$ cat config.mk
export PLATFORM = sky130hd
export DESIGN_NAME = rw_write_stage
export DESIGN_NICKNAME = d
export VERILOG_FILES = /design/src/hdl/rw_task_pkg.sv /design/src/hdl/rw_mem_pkg.sv /design/src/hdl/line_write_port.sv /design/src/hdl/rw_dispatch.sv /design/src/hdl/rw_fifo.sv /design/src/hdl/rw_worker.sv /design/src/hdl/rw_write_stage.sv
export SDC_FILE = /design/constraint.sdc
export NUM_CORES = 1
export LEC_CHECK = 0
export BUFFER_PORTS_ARGS = -buffer_cell sky130_fd_sc_hd__buf_4
export CAP_MARGIN = 10
export CORE_AREA = 5 5 319 321
export CTS_CLUSTER_DIAMETER = 150
export DETAILED_ROUTE_END_ITERATION = 16
export DIE_AREA = 0 0 324 326
export PLACE_DENSITY = 0.4
export SYNTH_ARGS = -nofsm -noshare
export SYNTH_HDL_FRONTEND = slang
export SYNTH_SLANG_ARGS = --single-unit
$ cat constraint.sdc
create_clock -name clk -period 8.5 [get_ports clk]
set_input_delay 2.55 -clock clk [delete_from_list [all_inputs] [get_ports clk]]
set_output_delay 2.55 -clock clk [all_outputs]
set_load 0.05 [all_outputs]
$ cat src/hdl/rw_task_pkg.sv
// Task-side types for the read-write stage.
// Covers the incoming task, child tasks, commit-queue slots and retirement records.
// Files refer to these by scoped name.
`default_nettype none

package rw_task_pkg;

   localparam int LOG_CQ_SLOTS     = 4;
   localparam int N_CQ_SLOTS       = 1 << LOG_CQ_SLOTS;
   localparam int FINISH_LOG_DEPTH = 2;  // Retirement queue holds four.

   typedef logic [LOG_CQ_SLOTS-1:0] cq_slot_t;
   typedef logic [3:0]              thread_id_t;  // Also the memory write id.

   typedef enum logic [1:0] {
      TASK_NORMAL       = 2'd0,
      TASK_UNDO_RESTORE = 2'd1
   } task_type_t;

   typedef struct packed {
      task_type_t  ttype;
      logic [31:0] object;  // Byte address of the object.
      logic [31:0] arg;
   } task_desc_t;

   // Incoming task along with the current object value.
   typedef struct packed {
      task_desc_t  desc;
      logic [31:0] data;
      cq_slot_t    cq_slot;
      thread_id_t  thread;
   } rw_write_t;

   typedef struct packed {
      task_desc_t desc;
      cq_slot_t   cq_slot;
      thread_id_t thread;
   } task_out_t;

   typedef struct packed {
      cq_slot_t slot;
      logic     is_undo_restore;
   } finish_t;

endpackage

`default_nettype wire

$ cat src/hdl/rw_mem_pkg.sv
// Memory-side types for the read-write stage.
// A word write is placed into one lane of a strobed 512-bit line.
`default_nettype none

package rw_mem_pkg;

   localparam int LOG_RW_WIDTH    = 2;  // 4-byte accesses.
   localparam int RW_BYTES        = 1 << LOG_RW_WIDTH;
   localparam int RW_BITS         = 8 * RW_BYTES;
   localparam int LOG_LINE_BYTES  = 6;
   localparam int LINE_BITS       = 512;
   localparam int STRB_BITS       = 64;
   localparam int WDATA_LOG_DEPTH = 1;
   localparam int BID_LOG_DEPTH   = 1;

   typedef logic [RW_BITS-1:0] rw_data_t;

   typedef struct packed {
      logic [31:0]             addr;
      rw_data_t                data;
      rw_task_pkg::thread_id_t id;
   } word_write_t;

   typedef struct packed {
      logic [31:0]             addr;
      logic [LINE_BITS-1:0]    data;
      logic [STRB_BITS-1:0]    strb;
      rw_task_pkg::thread_id_t id;
   } line_write_t;

endpackage

`default_nettype wire

$ cat src/hdl/line_write_port.sv
// Memory write port of the read-write stage.
// Buffers word writes, expands each into a strobed 512-bit line write, and
// queues write responses until dispatch turns them into unlocks.
`default_nettype none

module line_write_port (
   input  wire logic                    clk,
   input  wire logic                    rstn,
   input  wire logic                    word_valid,
   input  wire rw_mem_pkg::word_write_t word,
   output logic                         word_ready,
   output logic                         wvalid,
   input  wire logic                    wready,
   output rw_mem_pkg::line_write_t      wr,
   input  wire logic                    bvalid,
   input  wire rw_task_pkg::thread_id_t bid,
   output logic                         bready,
   output logic                         resp_valid,
   output rw_task_pkg::thread_id_t      resp_id,
   input  wire logic                    resp_pop
);

   rw_mem_pkg::word_write_t head;
   logic                    wq_full;
   logic                    wq_empty;
   logic                    bq_full;
   logic                    bq_empty;
   logic [rw_mem_pkg::LOG_LINE_BYTES-rw_mem_pkg::LOG_RW_WIDTH-1:0] lane;

   rw_fifo #(
      .payload_t (rw_mem_pkg::word_write_t),
      .LOG_DEPTH (rw_mem_pkg::WDATA_LOG_DEPTH)
   ) wdata_fifo (
      .clk     (clk),
      .rstn    (rstn),
      .wr_en   (word_valid & word_ready),
      .wr_data (word),
      .rd_en   (wvalid & wready),
      .rd_data (head),
      .full    (wq_full),
      .empty   (wq_empty)
   );

   assign word_ready = !wq_full;
   assign wvalid     = !wq_empty;

   // Word offset within the line.
   assign lane = head.addr[rw_mem_pkg::LOG_LINE_BYTES-1:rw_mem_pkg::LOG_RW_WIDTH];

   always_comb begin
      wr.addr = head.addr;
      wr.id   = head.id;
      wr.data = '0;
      wr.strb = '0;
      wr.data[lane*rw_mem_pkg::RW_BITS +: rw_mem_pkg::RW_BITS]   = head.data;
      wr.strb[lane*rw_mem_pkg::RW_BYTES +: rw_mem_pkg::RW_BYTES] = '1;  // Only this lane.
   end

   rw_fifo #(
      .payload_t (rw_task_pkg::thread_id_t),
      .LOG_DEPTH (rw_mem_pkg::BID_LOG_DEPTH)
   ) bid_fifo (
      .clk     (clk),
      .rstn    (rstn),
      .wr_en   (bvalid & bready),
      .wr_data (bid),
      .rd_en   (resp_pop),
      .rd_data (resp_id),
      .full    (bq_full),
      .empty   (bq_empty)
   );

   assign bready     = !bq_full;
   assign resp_valid = !bq_empty;

endmodule

`default_nettype wire

$ cat src/hdl/rw_dispatch.sv
// Acceptance and routing for the read-write stage.
// A task is taken only when its word write and its outlet both have room. The
// outlet is the child register for a live normal task with a child, else the
// retirement queue. Write responses become one-cycle unlock pulses.
`default_nettype none

module rw_dispatch (
   input  wire logic                                 clk,
   input  wire logic                                 rstn,
   input  wire logic                                 task_in_valid,
   input  wire rw_task_pkg::rw_write_t               task_in,
   output logic                                      task_in_ready,
   input  wire logic [rw_task_pkg::N_CQ_SLOTS-1:0]   task_aborted,
   input  wire rw_mem_pkg::word_write_t              upd,
   input  wire logic                                 child_valid,
   input  wire rw_task_pkg::task_out_t               child,
   output logic                                      word_valid,
   output rw_mem_pkg::word_write_t                   word,
   input  wire logic                                 word_ready,
   output logic                                      task_out_valid,
   output rw_task_pkg::task_out_t                    task_out,
   input  wire logic                                 task_out_ready,
   output logic                                      finish_valid,
   output rw_task_pkg::finish_t                      finish,
   input  wire logic                                 finish_ready,
   input  wire logic                                 resp_valid,
   input  wire rw_task_pkg::thread_id_t              resp_id,
   output logic                                      resp_pop,
   output logic                                      unlock_valid,
   output rw_task_pkg::thread_id_t                   unlock_thread
);

   logic                 is_undo;
   logic                 aborted;
   logic                 to_child;
   logic                 child_room;
   logic                 outlet_ok;
   logic                 accept;
   logic                 fin_full;
   logic                 fin_empty;
   rw_task_pkg::finish_t fin_entry;

   assign is_undo  = (task_in.desc.ttype == rw_task_pkg::TASK_UNDO_RESTORE);
   assign aborted  = task_aborted[task_in.cq_slot];
   assign to_child = !is_undo & !aborted & child_valid;  // Aborted tasks drop the child.

   assign child_room = !task_out_valid | task_out_ready;  // Empty or draining now.
   assign outlet_ok  = to_child ? child_room : !fin_full;

   assign word_valid    = task_in_valid & outlet_ok;
   assign task_in_ready = task_in_valid & outlet_ok & word_ready;
   assign accept        = task_in_valid & task_in_ready;

   // Undo restores put the saved value back as is.
   always_comb begin
      if (is_undo) begin
         word.addr = task_in.desc.object;
         word.data = task_in.data;
         word.id   = task_in.thread;
      end else begin
         word = upd;
      end
   end

   // Child output register.
   always_ff @(posedge clk) begin
      if (!rstn) begin
         task_out_valid <= 1'b0;
      end else if (accept & to_child) begin
         task_out_valid <= 1'b1;
      end else if (task_out_ready) begin
         task_out_valid <= 1'b0;
      end
   end

   always_ff @(posedge clk) begin
      if (accept & to_child) task_out <= child;
   end

   always_comb begin
      fin_entry.slot            = task_in.cq_slot;
      fin_entry.is_undo_restore = is_undo;
   end

   rw_fifo #(
      .payload_t (rw_task_pkg::finish_t),
      .LOG_DEPTH (rw_task_pkg::FINISH_LOG_DEPTH)
   ) finish_fifo (
      .clk     (clk),
      .rstn    (rstn),
      .wr_en   (accept & !to_child),
      .wr_data (fin_entry),
      .rd_en   (finish_valid & finish_ready),
      .rd_data (finish),
      .full    (fin_full),
      .empty   (fin_empty)
   );

   assign finish_valid = !fin_empty;

   // Every response is consumed at once and unlocks its thread a cycle later.
   assign resp_pop = resp_valid;

   always_ff @(posedge clk) begin
      if (!rstn) begin
         unlock_valid <= 1'b0;
      end else begin
         unlock_valid <= resp_valid;
      end
   end

   always_ff @(posedge clk) begin
      if (resp_valid) unlock_thread <= resp_id;
   end

endmodule

`default_nettype wire

$ cat src/hdl/rw_fifo.sv
// Small synchronous FIFO with first-word-fall-through output.
// The payload is a type parameter, so one module serves every queue in the stage.
// Pushes when full and pops when empty are ignored.
`default_nettype none

module rw_fifo #(
   parameter type payload_t = logic [7:0],
   parameter int  LOG_DEPTH = 1
) (
   input  wire logic     clk,
   input  wire logic     rstn,
   input  wire logic     wr_en,
   input  wire payload_t wr_data,
   input  wire logic     rd_en,
   output payload_t      rd_data,
   output logic          full,
   output logic          empty
);

   payload_t             mem [2**LOG_DEPTH];
   logic [LOG_DEPTH-1:0] wr_ptr;
   logic [LOG_DEPTH-1:0] rd_ptr;
   logic [LOG_DEPTH:0]   count;
   logic                 push;
   logic                 pop;

   assign push = wr_en & !full;
   assign pop  = rd_en & !empty;

   assign full    = count[LOG_DEPTH];  // Count reaches exactly the depth.
   assign empty   = (count == '0);
   assign rd_data = mem[rd_ptr];

   always_ff @(posedge clk) begin
      if (!rstn) begin
         wr_ptr <= '0;
         rd_ptr <= '0;
         count  <= '0;
      end else begin
         if (push) wr_ptr <= wr_ptr + 1'b1;
         if (pop) rd_ptr <= rd_ptr + 1'b1;
         case ({push, pop})
            2'b10:   count <= count + 1'b1;
            2'b01:   count <= count - 1'b1;
            default: count <= count;
         endcase
      end
   end

   // Storage.
   always_ff @(posedge clk) begin
      if (push) mem[wr_ptr] <= wr_data;
   end

endmodule

`default_nettype wire

$ cat src/hdl/rw_worker.sv
// Update logic for normal read-write tasks.
// Adds arg to the object value and, for a nonzero arg, spawns a child task on
// the next word with arg halved. Purely combinational in this version.
`default_nettype none

module rw_worker (
   input  wire logic                    clk,   // For a pipelined variant.
   input  wire logic                    rstn,
   input  wire rw_task_pkg::task_desc_t in_task,
   input  wire rw_mem_pkg::rw_data_t    in_data,
   input  wire rw_task_pkg::thread_id_t in_thread,
   input  wire rw_task_pkg::cq_slot_t   in_cq_slot,
   output rw_mem_pkg::word_write_t      upd,
   output logic                         child_valid,
   output rw_task_pkg::task_out_t       child
);

   rw_task_pkg::task_desc_t child_desc;

   // New object value goes back to the same address under the thread's id.
   always_comb begin
      upd.addr = in_task.object;
      upd.data = in_data + in_task.arg;
      upd.id   = in_thread;
   end

   // Child walks to the next word.
   always_comb begin
      child_desc.ttype  = rw_task_pkg::TASK_NORMAL;
      child_desc.object = in_task.object + 32'(rw_mem_pkg::RW_BYTES);
      child_desc.arg    = in_task.arg >> 1;
   end

   assign child_valid = (in_task.arg != '0);  // Zero arg ends the chain.

   always_comb begin
      child.desc    = child_desc;
      child.cq_slot = in_cq_slot;
      child.thread  = in_thread;
   end

endmodule

`default_nettype wire

$ cat src/hdl/rw_write_stage.sv
// Top level of the read-write tile stage.
// Connects the update worker and the line write port to the dispatch logic.
// All external interfaces are valid/ready except the abort vector and unlock pulse.
`default_nettype none

module rw_write_stage (
   input  wire logic                               clk,
   input  wire logic                               rstn,
   input  wire logic                               task_in_valid,
   input  wire rw_task_pkg::rw_write_t             task_in,
   output logic                                    task_in_ready,
   input  wire logic [rw_task_pkg::N_CQ_SLOTS-1:0] task_aborted,
   output logic                                    task_out_valid,
   output rw_task_pkg::task_out_t                  task_out,
   input  wire logic                               task_out_ready,
   output logic                                    wvalid,
   output rw_mem_pkg::line_write_t                 wr,
   input  wire logic                               wready,
   input  wire logic                               bvalid,
   input  wire rw_task_pkg::thread_id_t            bid,
   output logic                                    bready,
   output logic                                    finish_valid,
   output rw_task_pkg::finish_t                    finish,
   input  wire logic                               finish_ready,
   output logic                                    unlock_valid,
   output rw_task_pkg::thread_id_t                 unlock_thread
);

   rw_mem_pkg::word_write_t upd;
   rw_mem_pkg::word_write_t word;
   rw_task_pkg::task_out_t  child;
   rw_task_pkg::thread_id_t resp_id;
   logic                    child_valid;
   logic                    word_valid;
   logic                    word_ready;
   logic                    resp_valid;
   logic                    resp_pop;

   rw_worker worker (
      .clk         (clk),
      .rstn        (rstn),
      .in_task     (task_in.desc),
      .in_data     (task_in.data),
      .in_thread   (task_in.thread),
      .in_cq_slot  (task_in.cq_slot),
      .upd         (upd),
      .child_valid (child_valid),
      .child       (child)
   );

   line_write_port wport (
      .clk        (clk),
      .rstn       (rstn),
      .word_valid (word_valid),
      .word       (word),
      .word_ready (word_ready),
      .wvalid     (wvalid),
      .wready     (wready),
      .wr         (wr),
      .bvalid     (bvalid),
      .bid        (bid),
      .bready     (bready),
      .resp_valid (resp_valid),
      .resp_id    (resp_id),
      .resp_pop   (resp_pop)
   );

   rw_dispatch dispatch (
      .clk            (clk),
      .rstn           (rstn),
      .task_in_valid  (task_in_valid),
      .task_in        (task_in),
      .task_in_ready  (task_in_ready),
      .task_aborted   (task_aborted),
      .upd            (upd),
      .child_valid    (child_valid),
      .child          (child),
      .word_valid     (word_valid),
      .word           (word),
      .word_ready     (word_ready),
      .task_out_valid (task_out_valid),
      .task_out       (task_out),
      .task_out_ready (task_out_ready),
      .finish_valid   (finish_valid),
      .finish         (finish),
      .finish_ready   (finish_ready),
      .resp_valid     (resp_valid),
      .resp_id        (resp_id),
      .resp_pop       (resp_pop),
      .unlock_valid   (unlock_valid),
      .unlock_thread  (unlock_thread)
   );

endmodule

`default_nettype wire

==> results of run 1 <==
[synth_stat cells (7+ instances only)]
master / count
nor2b_1: 13
clkbuf_1: 94
or2_2: 35
inv_1: 34
xor2_1: 26
nor2_1: 564
nor4_1: 9
a21o_1: 8
nand3_1: 11
xnor2_1: 41
mux2_2: 38
o21ai_0: 34
nand4_1: 10
edfxtp_1: 239
mux4_2: 10
and2_1: 20
mux2i_1: 36
dfxtp_1: 20
buf_4: 51
and3_1: 9
a21oi_1: 41
ha_1: 43
nand2_1: 65
nand2b_1: 7
[worst paths after layout]
kind                            cells past startpoint                            end                     startpoint  slack, ps
worst max-delay path                                9                  task_in_ready                    task_in[41]       1230
worst min-delay path                                2  dispatch.finish_fifo.count[2]  dispatch.finish_fifo.count[2]        540
worst max register to register                      4          dispatch.task_out[13]        dispatch.task_out_valid       6170
worst min register to register                      2  dispatch.finish_fifo.count[2]  dispatch.finish_fifo.count[2]        540
[per-layer routing]
metal	up-vias	GRT usage	part of all wire	wire length, um
met4	6	0.0435	0.029	2630
li1	6633	-	-	-
met1	6763	0.194	0.40	36400
met2	555	0.289	0.51	45800
met3	94	0.0304	0.057	5120
met5	-	0	0.00046	41
[placed cells by master, fill, tap and decap left out, drive strengths merged, types with 35 or more instances in the layout]
cell type and n:
clkbuf 42, o21ai 39, mux2i 36, nor2 565, inv 37, buf 882
or2 35, ha 43, mux2 38, a21oi 41, xnor2 41, nand2 65
edfxtp 239
[cell type report]
| cell class | count | area share |
|---|---|---|
| multi-input cells | 1087 | 0.270 |
| repair buffers | 882 | 0.282 |
| diodes | 1 | 0.000106 |
| clock inverters | 21 | 0.0112 |
| flip-flops and latches | 259 | 0.322 |
| well taps | 1298 | 0.0690 |
| clock buffers | 42 | 0.0405 |
| inverters | 35 | 0.00558 |
[critical path, cell delays in order]
cell and delay (ps):
buf_4 150, nor4_1 690, nand4_1 220, o21ai_0 200, nor2_1 90, and4bb_4 210, nor2_2 330, inv_2 70
buf_4 200
[stage by stage]
step / cells / utilization
6_report: 3625 / 0.238
5_1_grt: 3624 / 0.238
4_1_cts: 3624 / 0.238
3_5_place_dp: 3561 / 0.226
3_3_place_gp: 3561 / 0.226
2_1_floorplan: 1533 / -
[cell families (layout without fill, tap and decap cells)]
logic type               count (synthesis)  after routing
AND/OR/NAND/NOR                        765            765
flip-flops                             259            259
buffers and inverters                  187            980
AO/OA/AOI/OAI                          123            123
multiplexers                            84             84
XOR/XNOR                                67             67
adder cells (fa/ha/maj)                 45             45
other                                    1              4
[sequential cells by signal, summed over array words and instances, names as in the netlist, named ones only]
signal,flops
wport.wdata_fifo.mem,136
dispatch.task_out,71
dispatch.finish_fifo.mem,20
wport.bid_fifo.mem,8
dispatch.unlock_thread,4
dispatch.finish_fifo.count,3
dispatch.finish_fifo.rd_ptr,2
dispatch.finish_fifo.wr_ptr,2
wport.bid_fifo.count,2
wport.wdata_fifo.count,2
dispatch.task_out_valid,1
dispatch.unlock_valid,1
wport.bid_fifo.rd_ptr,1
wport.bid_fifo.wr_ptr,1
wport.wdata_fifo.rd_ptr,1
wport.wdata_fifo.wr_ptr,1
[power breakdown]
| group | internal, mW | switching, mW |
|---|---|---|
| Sequential | 1.67 | 0.0842 |
| Clock | 0.959 | 0.597 |
| Combinational | 1.13 | 3.42 |
==> metrics.txt, run 1 <==
fin worst setup slack=~1200 ps; DR vias/cell=between 3 and 4; post-route minimum period=7270 ps; CTS Buffer Depth=3; hold crit path type=reg2reg; post-detail-place hpwl=around 71000 um; crit path launch type=primary input; Synth top area share=0.489; Syn Std Cell Area=~15000 um^2; Row Count=~120; mux cell area share after synthesis=0.0691; Clock Latency Late Sink=550 ps; post-synth top area cell=edfxtp_1; status=finished clean; leakage=10.3 nW; final wirelength=about 90000 um; drt pass-1 iters=5; number of synthesized flops with an enable pin=239; TritonCTS clock tree=yes; PwrDens=334 nW/um^2; I/O pin total=around 830; compound-gate portion of the synthesized area=0.0540; Worst slew margin=0.330; CP max FO=4; CP Data Required Time=between 5000 and 6000 ps; post-synthesis simple-gate area fraction=0.220; YS warnings=0; clock slew at reported path FFs=60 ps; Least-Margin Pin Slew=1000 ps; Total Power=7.86 mW; nature of the critical path endpoint=primary output; post-route cell area=about 24000 um^2; register area share after synthesis=0.516; synthesis-to-finish area growth=60.5%; post-synth cell types=63; share of cells above drive strength 1=0.460; CP Class=in2out; vias after detailed routing=14100; Initial Utilization=0.148; Max Fclk=0.138 GHz; fill cell count=10900; Port Buf Inserts=830; clock sink count=259; register area=approximately 7600 um^2; crit share post-route=0.855; DP Worst Slack=1190 ps; Peak VDD IR=0.000150 V; DIE AREA=106000 um^2; die width=324 um; hold_ws=between 500 and 600 ps; gr usage total=0.160; largest net degree at the start of global routing=70; RePlAce Congestion=roughly 0.8; Max Clock Skew=18.1 ps; Die H=approximately 330 um; total grt overflow=0; First DRT Iteration DRCs=733; ranking of synthesized cells by area=edfxtp_1 (49%), nor2_1 (14%), ha_1 (3.7%); footprint of the multi-input gates=6350 um^2; DR WL/cell=24.8 um; post-synthesis area per instance=9.59 um^2; Core Box Area=99000 um^2; Setup TNS=0 ps; CTS Root Cell=clkbuf_16; Placement Cell Area=22300 um^2; # DRC=0; final slew viol count=0; H-tree levels=2; vias in the first global route=13700; final-stage net count=2478; # setup viols final=0; final-report hold violation count=0; Critical Path AT=4720 ps; Syn Inst Count=between 1500 and 2000; Post-CTS Resized=0; postcts setup bufs=0; cts-stage hold buffer count=0; first-pass GRT wire length=119000 um; Top FF cell, synth=edfxtp_1; xor and xnor area share after synthesis=0.0400; Post-Synth Adder-Cell Area=0.0394; RSZ-0062 raised after global routing=no; TritonCTS Buffers=35; DRT antenna net count=0; largest family of logic cells by synthesized area=simple AND/OR/NAND/NOR gates; #FFs+latches synth=259; initial antenna violation count=12; asr flop ratio synth=0; max cap viols=0
Power figures use the tool's default switching activity.
==> run 2: changes to the inputs <==
--- a/config.mk
+++ b/config.mk
@@ -7,11 +7,11 @@
 export LEC_CHECK = 0
 export BUFFER_PORTS_ARGS = -buffer_cell sky130_fd_sc_hd__buf_4
 export CAP_MARGIN = 10
-export CORE_AREA = 5 5 319 321
+export CORE_AREA = 2 2 320 322
 export CTS_CLUSTER_DIAMETER = 150
 export DETAILED_ROUTE_END_ITERATION = 16
-export DIE_AREA = 0 0 324 326
-export PLACE_DENSITY = 0.4
+export DIE_AREA = 0 0 322 324
+export PLACE_DENSITY = 0.38
 export SYNTH_ARGS = -nofsm -noshare
 export SYNTH_HDL_FRONTEND = slang
 export SYNTH_SLANG_ARGS = --single-unit
==> constraint.sdc (replaced) <==
create_clock -name clk -period 7.65 [get_ports clk]
set_input_delay 2.295 -clock clk [delete_from_list [all_inputs] [get_ports clk]]
set_output_delay 2.295 -clock clk [all_outputs]
set_load 0.05 [all_outputs]
==> run 2 against run 1 <==
Worst hold slack lost 6.7 ps; first-iteration DRC count is 7.0% higher; register-to-register slack worse by 870 ps; combinational power increased by 12%; cell count grew 0.50%; total power is 9.0% higher; critical path depth shrank 1; largest cell class unchanged.
==> metrics.txt, run 2 (synthesis results as in run 1) <==
die width=322 um (was 324 um); vias after detailed routing=14500 (was 14100); Core Box Area=101000 um^2 (was 99000 um^2); TritonCTS clock tree=yes (unchanged); max cap viols=0 (unchanged); hold crit path type=reg2reg (unchanged); final wirelength=88800 um (was 90000 um); clock slew at reported path FFs=50 ps (was 60 ps); final slew viol count=0 (unchanged); leakage=10.3 nW (about the same); H-tree levels=2 (unchanged); Worst slew margin=0.215 (was 0.330); cts-stage hold buffer count=0 (unchanged); vias in the first global route=13500 (was 13700); DRT antenna net count=0 (unchanged); initial antenna violation count=9 (was 12); RSZ-0062 raised after global routing=no (unchanged); Post-CTS Resized=0 (unchanged); postcts setup bufs=0 (unchanged); I/O pin total=834 (unchanged); R2R setup slack=5300 ps (was 6170 ps); R2R cell count=4 (unchanged); RePlAce Congestion=0.819 (about the same); Top reg by flops=wport.wdata_fifo.mem (unchanged); final-report hold violation count=0 (unchanged); register area=7580 um^2 (unchanged); Top Registers=wport.wdata_fifo.mem x136, dispatch.task_out x71, dispatch.finish_fifo.mem x20 (unchanged); CP Class=in2out (unchanged); total grt overflow=0 (unchanged); post-route minimum period=roughly 6600 ps; DIE AREA=104000 um^2 (was 106000 um^2); Critical Path End=task_in_ready (unchanged); Worst Setup SP=task_in[4] (was task_in[41]); fill cell count=11000 (was 10900); final-stage net count=2481 (was 2478); # DRC=0 (unchanged); Max Fclk=0.152 GHz; Critical Path AT=4270 ps (was 4720 ps); footprint of the multi-input gates=6370 um^2 (was 6350 um^2); post-detail-place hpwl=70700 um (was 70900 um); TritonCTS Buffers=34 (was 35); Max Clock Skew=27.1 ps (was 18.1 ps); Row Count=117 (was 116); nature of the critical path endpoint=primary output (unchanged); Worst path max stage delay=530 ps (was 690 ps); first-pass GRT wire length=114000 um (was 119000 um); # setup viols final=0 (unchanged); Initial Utilization=0.145 (was 0.148); gr usage total=0.158 (was 0.160); Die H=324 um (was 326 um); CTS Root Cell=clkbuf_16 (unchanged); Peak VDD IR=0.000195 V (was 0.000150 V); DR WL/cell=24.4 um (was 24.8 um); commonest non-fill, non-tap cells in the layout=buf_4 (884), nor2_1 (563), edfxtp_1 (239), nand2_1 (60), ha_1 (43) (was buf_4 (880), nor2_1 (563), edfxtp_1 (239), nand2_1 (58), ha_1 (43)); PwrDens=365 nW/um^2 (was 334 nW/um^2); First DRT Iteration DRCs=784 (was 733); CP Data Required Time=5360 ps (was 5950 ps); status=finished clean (unchanged); Least-Margin Pin Slew=1180 ps (was 1000 ps); largest net degree at the start of global routing=70 (unchanged); crit share post-route=0.858; RR Endpoint=dispatch.task_out[42] (was dispatch.task_out[13]); clock sink count=259 (unchanged); hold_ws=531 ps (was 537 ps); CP max FO=9 (was 4); commonest non-fill, non-tap cell in the layout=buf_4 (unchanged); share of cells above drive strength 1=0.456 (was 0.460); Clock Latency Late Sink=550 ps (about the same); Worst path slowest cell=mux4_2 (was nor4_1); Setup TNS=0 ps (unchanged); worst r2r src=dispatch.task_out_valid (unchanged); drt pass-1 iters=5 (unchanged); worst path cell trace=buf_4 > mux4_2 > mux4_2 > nor2_1 > and4bb_4 > nor2_2 > inv_2 > buf_4 (was buf_4 > nor4_1 > nand4_1 > o21ai_0 > nor2_1 > and4bb_4 > nor2_2 > inv_2 > buf_4); DR vias/cell=3.99 (was 3.88); Port Buf Inserts=830 (unchanged); CTS Buffer Depth=3 (unchanged); synthesis-to-finish area growth=59.8% (was 60.5%); crit path launch type=primary input (unchanged); max reg flops=136 (unchanged)
run 2: layout make-up:
class | count | share of cell area
well taps | 1309 | 0.0698
inverters | 35 | 0.00560
clock inverters | 20 | 0.00651
diodes | 5 | 0.000533
flip-flops and latches | 259 | 0.323
multi-input cells | 1087 | 0.271
clock buffers | 42 | 0.0385
repair buffers | 886 | 0.285
run 2: power by group:
group	internal (mW)	switching (mW)	leakage [nW]
clock network	0.880	0.643	0.512
logic	1.27	3.83	7.37
registers	1.85	0.0979	2.38
run 2: routing by layer:
metal | track usage | vias to the layer above | share of wire
li1 | - | 6639 | -
met1 | 0.189 | 7133 | 0.40
met2 | 0.290 | 659 | 0.52
met3 | 0.0305 | 89 | 0.058
met4 | 0.0398 | 2 | 0.024
met5 | 0 | - | 0.00012
run 2: worst min path at each step:
stage | start | end | depth (start not counted)
after floorplan | wport.bid_fifo.count[1] | wport.bid_fifo.count[1] | 2
after global placement | wport.bid_fifo.count[1] | wport.bid_fifo.count[1] | 2
after detailed placement | wport.bid_fifo.count[1] | wport.bid_fifo.count[1] | 2
after CTS | wport.bid_fifo.count[1] | wport.bid_fifo.count[1] | 2
after global routing | wport.wdata_fifo.rd_ptr | wport.wdata_fifo.rd_ptr | 2
final | wport.bid_fifo.count[1] | wport.bid_fifo.count[1] | 2
run 2: critical path, delay by kind of cell:
kind / cells / cell delay, ps
mux: 2 / 1040
simple gates: 3 / 510
buf+inv: 3 / 420
run 2: stage by stage:
step            util  instances  power, mW  worst slack (ps)  instance area, um^2
2_1_floorplan      -       1533       5.06               353                14700
3_3_place_gp   0.222       3576       7.15              1010                22400
3_5_place_dp   0.222       3576       7.18              1050                22400
4_1_cts        0.232       3638       8.74              1010                23400
5_1_grt        0.232       3638       8.95               889                23400
6_report       0.232       3643       8.57              1080                23500
==> run 3: changes to the inputs <==
--- a/config.mk
+++ b/config.mk
@@ -7,11 +7,13 @@
 export LEC_CHECK = 0
 export BUFFER_PORTS_ARGS = -buffer_cell sky130_fd_sc_hd__buf_4
 export CAP_MARGIN = 10
-export CORE_AREA = 2 2 320 322
+export CELL_PAD_IN_SITES_DETAIL_PLACEMENT = 2
+export CELL_PAD_IN_SITES_GLOBAL_PLACEMENT = 2
+export CORE_AREA = 2 2 329 331
 export CTS_CLUSTER_DIAMETER = 150
 export DETAILED_ROUTE_END_ITERATION = 16
-export DIE_AREA = 0 0 322 324
-export PLACE_DENSITY = 0.38
+export DIE_AREA = 0 0 331 333
+export PLACE_DENSITY = 0.54
 export SYNTH_ARGS = -nofsm -noshare
 export SYNTH_HDL_FRONTEND = slang
 export SYNTH_SLANG_ARGS = --single-unit
==> run 3 against run 2 <==
Worst setup slack got worse by 110 ps; cell area increased by 0.63%; total power increased by 0.60%; sequential power about the same; register-to-register slack improved by 50 ps; largest cell class unchanged; routed wire length increased by 8.3%; critical path type is now reg2out; non-clock buffer count decreased by 3.
==> metrics.txt, run 3 (synthesis results as in run 1) <==
commonest non-fill, non-tap cells in the layout=buf_4 (880), nor2_1 (563), edfxtp_1 (239), nand2_1 (56), ha_1 (43) (was buf_4 (884), nor2_1 (563), edfxtp_1 (239), nand2_1 (60), ha_1 (43)); share of cells above drive strength 1=0.458 (was 0.456); Worst path max stage delay=820 ps (was 530 ps); DRT antenna net count=0 (unchanged); worst hold start=dispatch.finish_fifo.count[2] (was wport.bid_fifo.count[1]); commonest non-fill, non-tap cell in the layout=buf_4 (unchanged); vias after detailed routing=14600 (was 14500); Critical Path AT=4380 ps (was 4270 ps); max reg flops=136 (unchanged); Post-CTS Resized=0 (unchanged); CP Data Required Time=5360 ps (about the same); Flop pwr share=0.227 (about the same); drt pass-1 iters=5 (unchanged); CTS Buffer Depth=3 (unchanged); cts-stage hold buffer count=0 (unchanged); P_sw=4.60 mW (was 4.57 mW); H-tree levels=1 (was 2); crit share post-route=0.873 (was 0.858); Worst slew margin=0.242 (was 0.215); largest net degree at the start of global routing=69 (was 70); gr usage total=0.166 (was 0.158); nature of the critical path endpoint=primary output (unchanged); # setup viols final=0 (unchanged); final-stage net count=2474 (was 2481); Initial Utilization=0.138 (was 0.145); CTS Root Cell=clkbuf_16 (unchanged); DIE AREA=110000 um^2 (was 104000 um^2); RSZ-0062 raised after global routing=no (unchanged); clock sink count=259 (unchanged); Max Clock Skew=28.2 ps (was 27.1 ps); status=finished clean (unchanged); first-pass GRT wire length=129000 um (was 114000 um); PwrDens=365 nW/um^2 (about the same); Top Registers=wport.wdata_fifo.mem x136, dispatch.task_out x71, dispatch.finish_fifo.mem x20 (unchanged); Pint=4.02 mW (was 4.00 mW); Sw Ratio=0.534 (about the same); I/O pin total=834 (unchanged); Peak VDD IR=0.000161 V (was 0.000195 V); Worst path slowest cell=nand2_2 (was mux4_2); initial antenna violation count=9 (unchanged); synthesis-to-finish area growth=60.9% (was 59.8%); Row Count=120 (was 117); CP max FO=34 (was 9); die width=331 um (was 322 um); DR WL/cell=25.8 um (was 24.4 um); TritonCTS Buffers=30 (was 34); Max Fclk=0.150 GHz (was 0.152 GHz); worst path cell trace=mux2_2 > inv_1 > buf_4 > ha_1 > o21ai_0 > nor2b_1 > o311a_1 > and2_1 > nand2_2 > inv_1 > buf_4 (was buf_4 > mux4_2 > mux4_2 > nor2_1 > and4bb_4 > nor2_2 > inv_2 > buf_4); Least-Margin Pin Slew=1130 ps (was 1180 ps); First DRT Iteration DRCs=493 (was 784); # DRC=0 (unchanged); crit path launch type=flip-flop (was primary input); Clk pwr share=0.176 (was 0.178); leakage=10.2 nW (was 10.3 nW); DR vias/cell=3.93 (was 3.99); post-route minimum period=6680 ps (was 6570 ps); Total Power=8.62 mW (was 8.57 mW); Port Buf Inserts=830 (unchanged); Setup TNS=0 ps (unchanged); clock slew at reported path FFs=60 ps (was 50 ps); Die H=333 um (was 324 um); Top reg by flops=wport.wdata_fifo.mem (unchanged); postcts setup bufs=0 (unchanged); Core Box Area=107000 um^2 (was 101000 um^2); fill cell count=12100 (was 11000); vias in the first global route=15700 (was 13500); hold crit path type=reg2reg (unchanged); final-report hold violation count=0 (unchanged); CP Class=reg2out (was in2out); total grt overflow=0 (unchanged); Comb power frac=0.597 (was 0.595); max cap viols=0 (unchanged); RePlAce Congestion=0.813 (was 0.819); post-detail-place hpwl=76100 um (was 70700 um); TritonCTS clock tree=yes (unchanged); worst r2r src=dispatch.task_out_valid (unchanged); Clock Latency Late Sink=600 ps (was 550 ps); final wirelength=96100 um (was 88800 um); final slew viol count=0 (unchanged)
run 3: changes by cell type in the layout (fill, tap and decap cells not counted), moves of 5 or more:
cell	change
clkbuf_16	-5
mux2i_4	+6
mux2i_2	-7
clkinv_2	-7
clkinvlp_4	+5
run 3: critical path, delay by kind of cell, from the launching register on:
family	cells	cell delay [ps]
AND/OR/NAND/NOR	3	1250
buffers and inverters	4	1110
multiplexers	1	440
flip-flops	1	400
AO/OA/AOI/OAI	2	280
adder cells (fa/ha/maj)	1	260
run 3: routing by layer:
layer	wire length (um)	track usage
met5	0	0
met4	1820	0.0350
met3	4470	0.0221
met2	52300	0.322
met1	37600	0.190
run 3: metrics by stage:
step	hold slack, ps	setup slack, ps	util	area [um^2]	instances
final	527	971	0.221	23600	3723
after global placement	504	966	0.212	22600	3667
after global routing	569	624	0.221	23600	3722
after detailed placement	528	979	0.212	22600	3667
after CTS	537	823	0.221	23600	3722
after floorplan	481	353	-	14700	1533
run 3: final cells by class:
class / instances / area (um^2) / area share
clock inverters: 18 / 240 / 0.0102
clock buffers: 37 / 807 / 0.0342
well taps: 1403 / 1760 / 0.0744
inverters: 35 / 131 / 0.00556
multi-input cells: 1087 / 6420 / 0.272
flip-flops and latches: 259 / 7580 / 0.321
repair buffers: 883 / 6670 / 0.282
diodes: 1 / 2.50 / 0.000106
run 3: worst paths after layout:
check	to	slack, ps	cells past startpoint
max	wr[13]	970	11
min	dispatch.finish_fifo.count[2]	530	2
max reg2reg	dispatch.task_out[37]	5350	4
min reg2reg	dispatch.finish_fifo.count[2]	530	2
run 3: power groups by stage:
stage	registers, mW	clock network [mW]	logic (mW)
finish	1.96	1.52	5.15
global route	1.98	1.62	5.44
CTS	1.96	1.58	5.29
detailed placement	1.99	0	5.28
global placement	1.98	0	5.23
floorplan	2.11	0	2.96
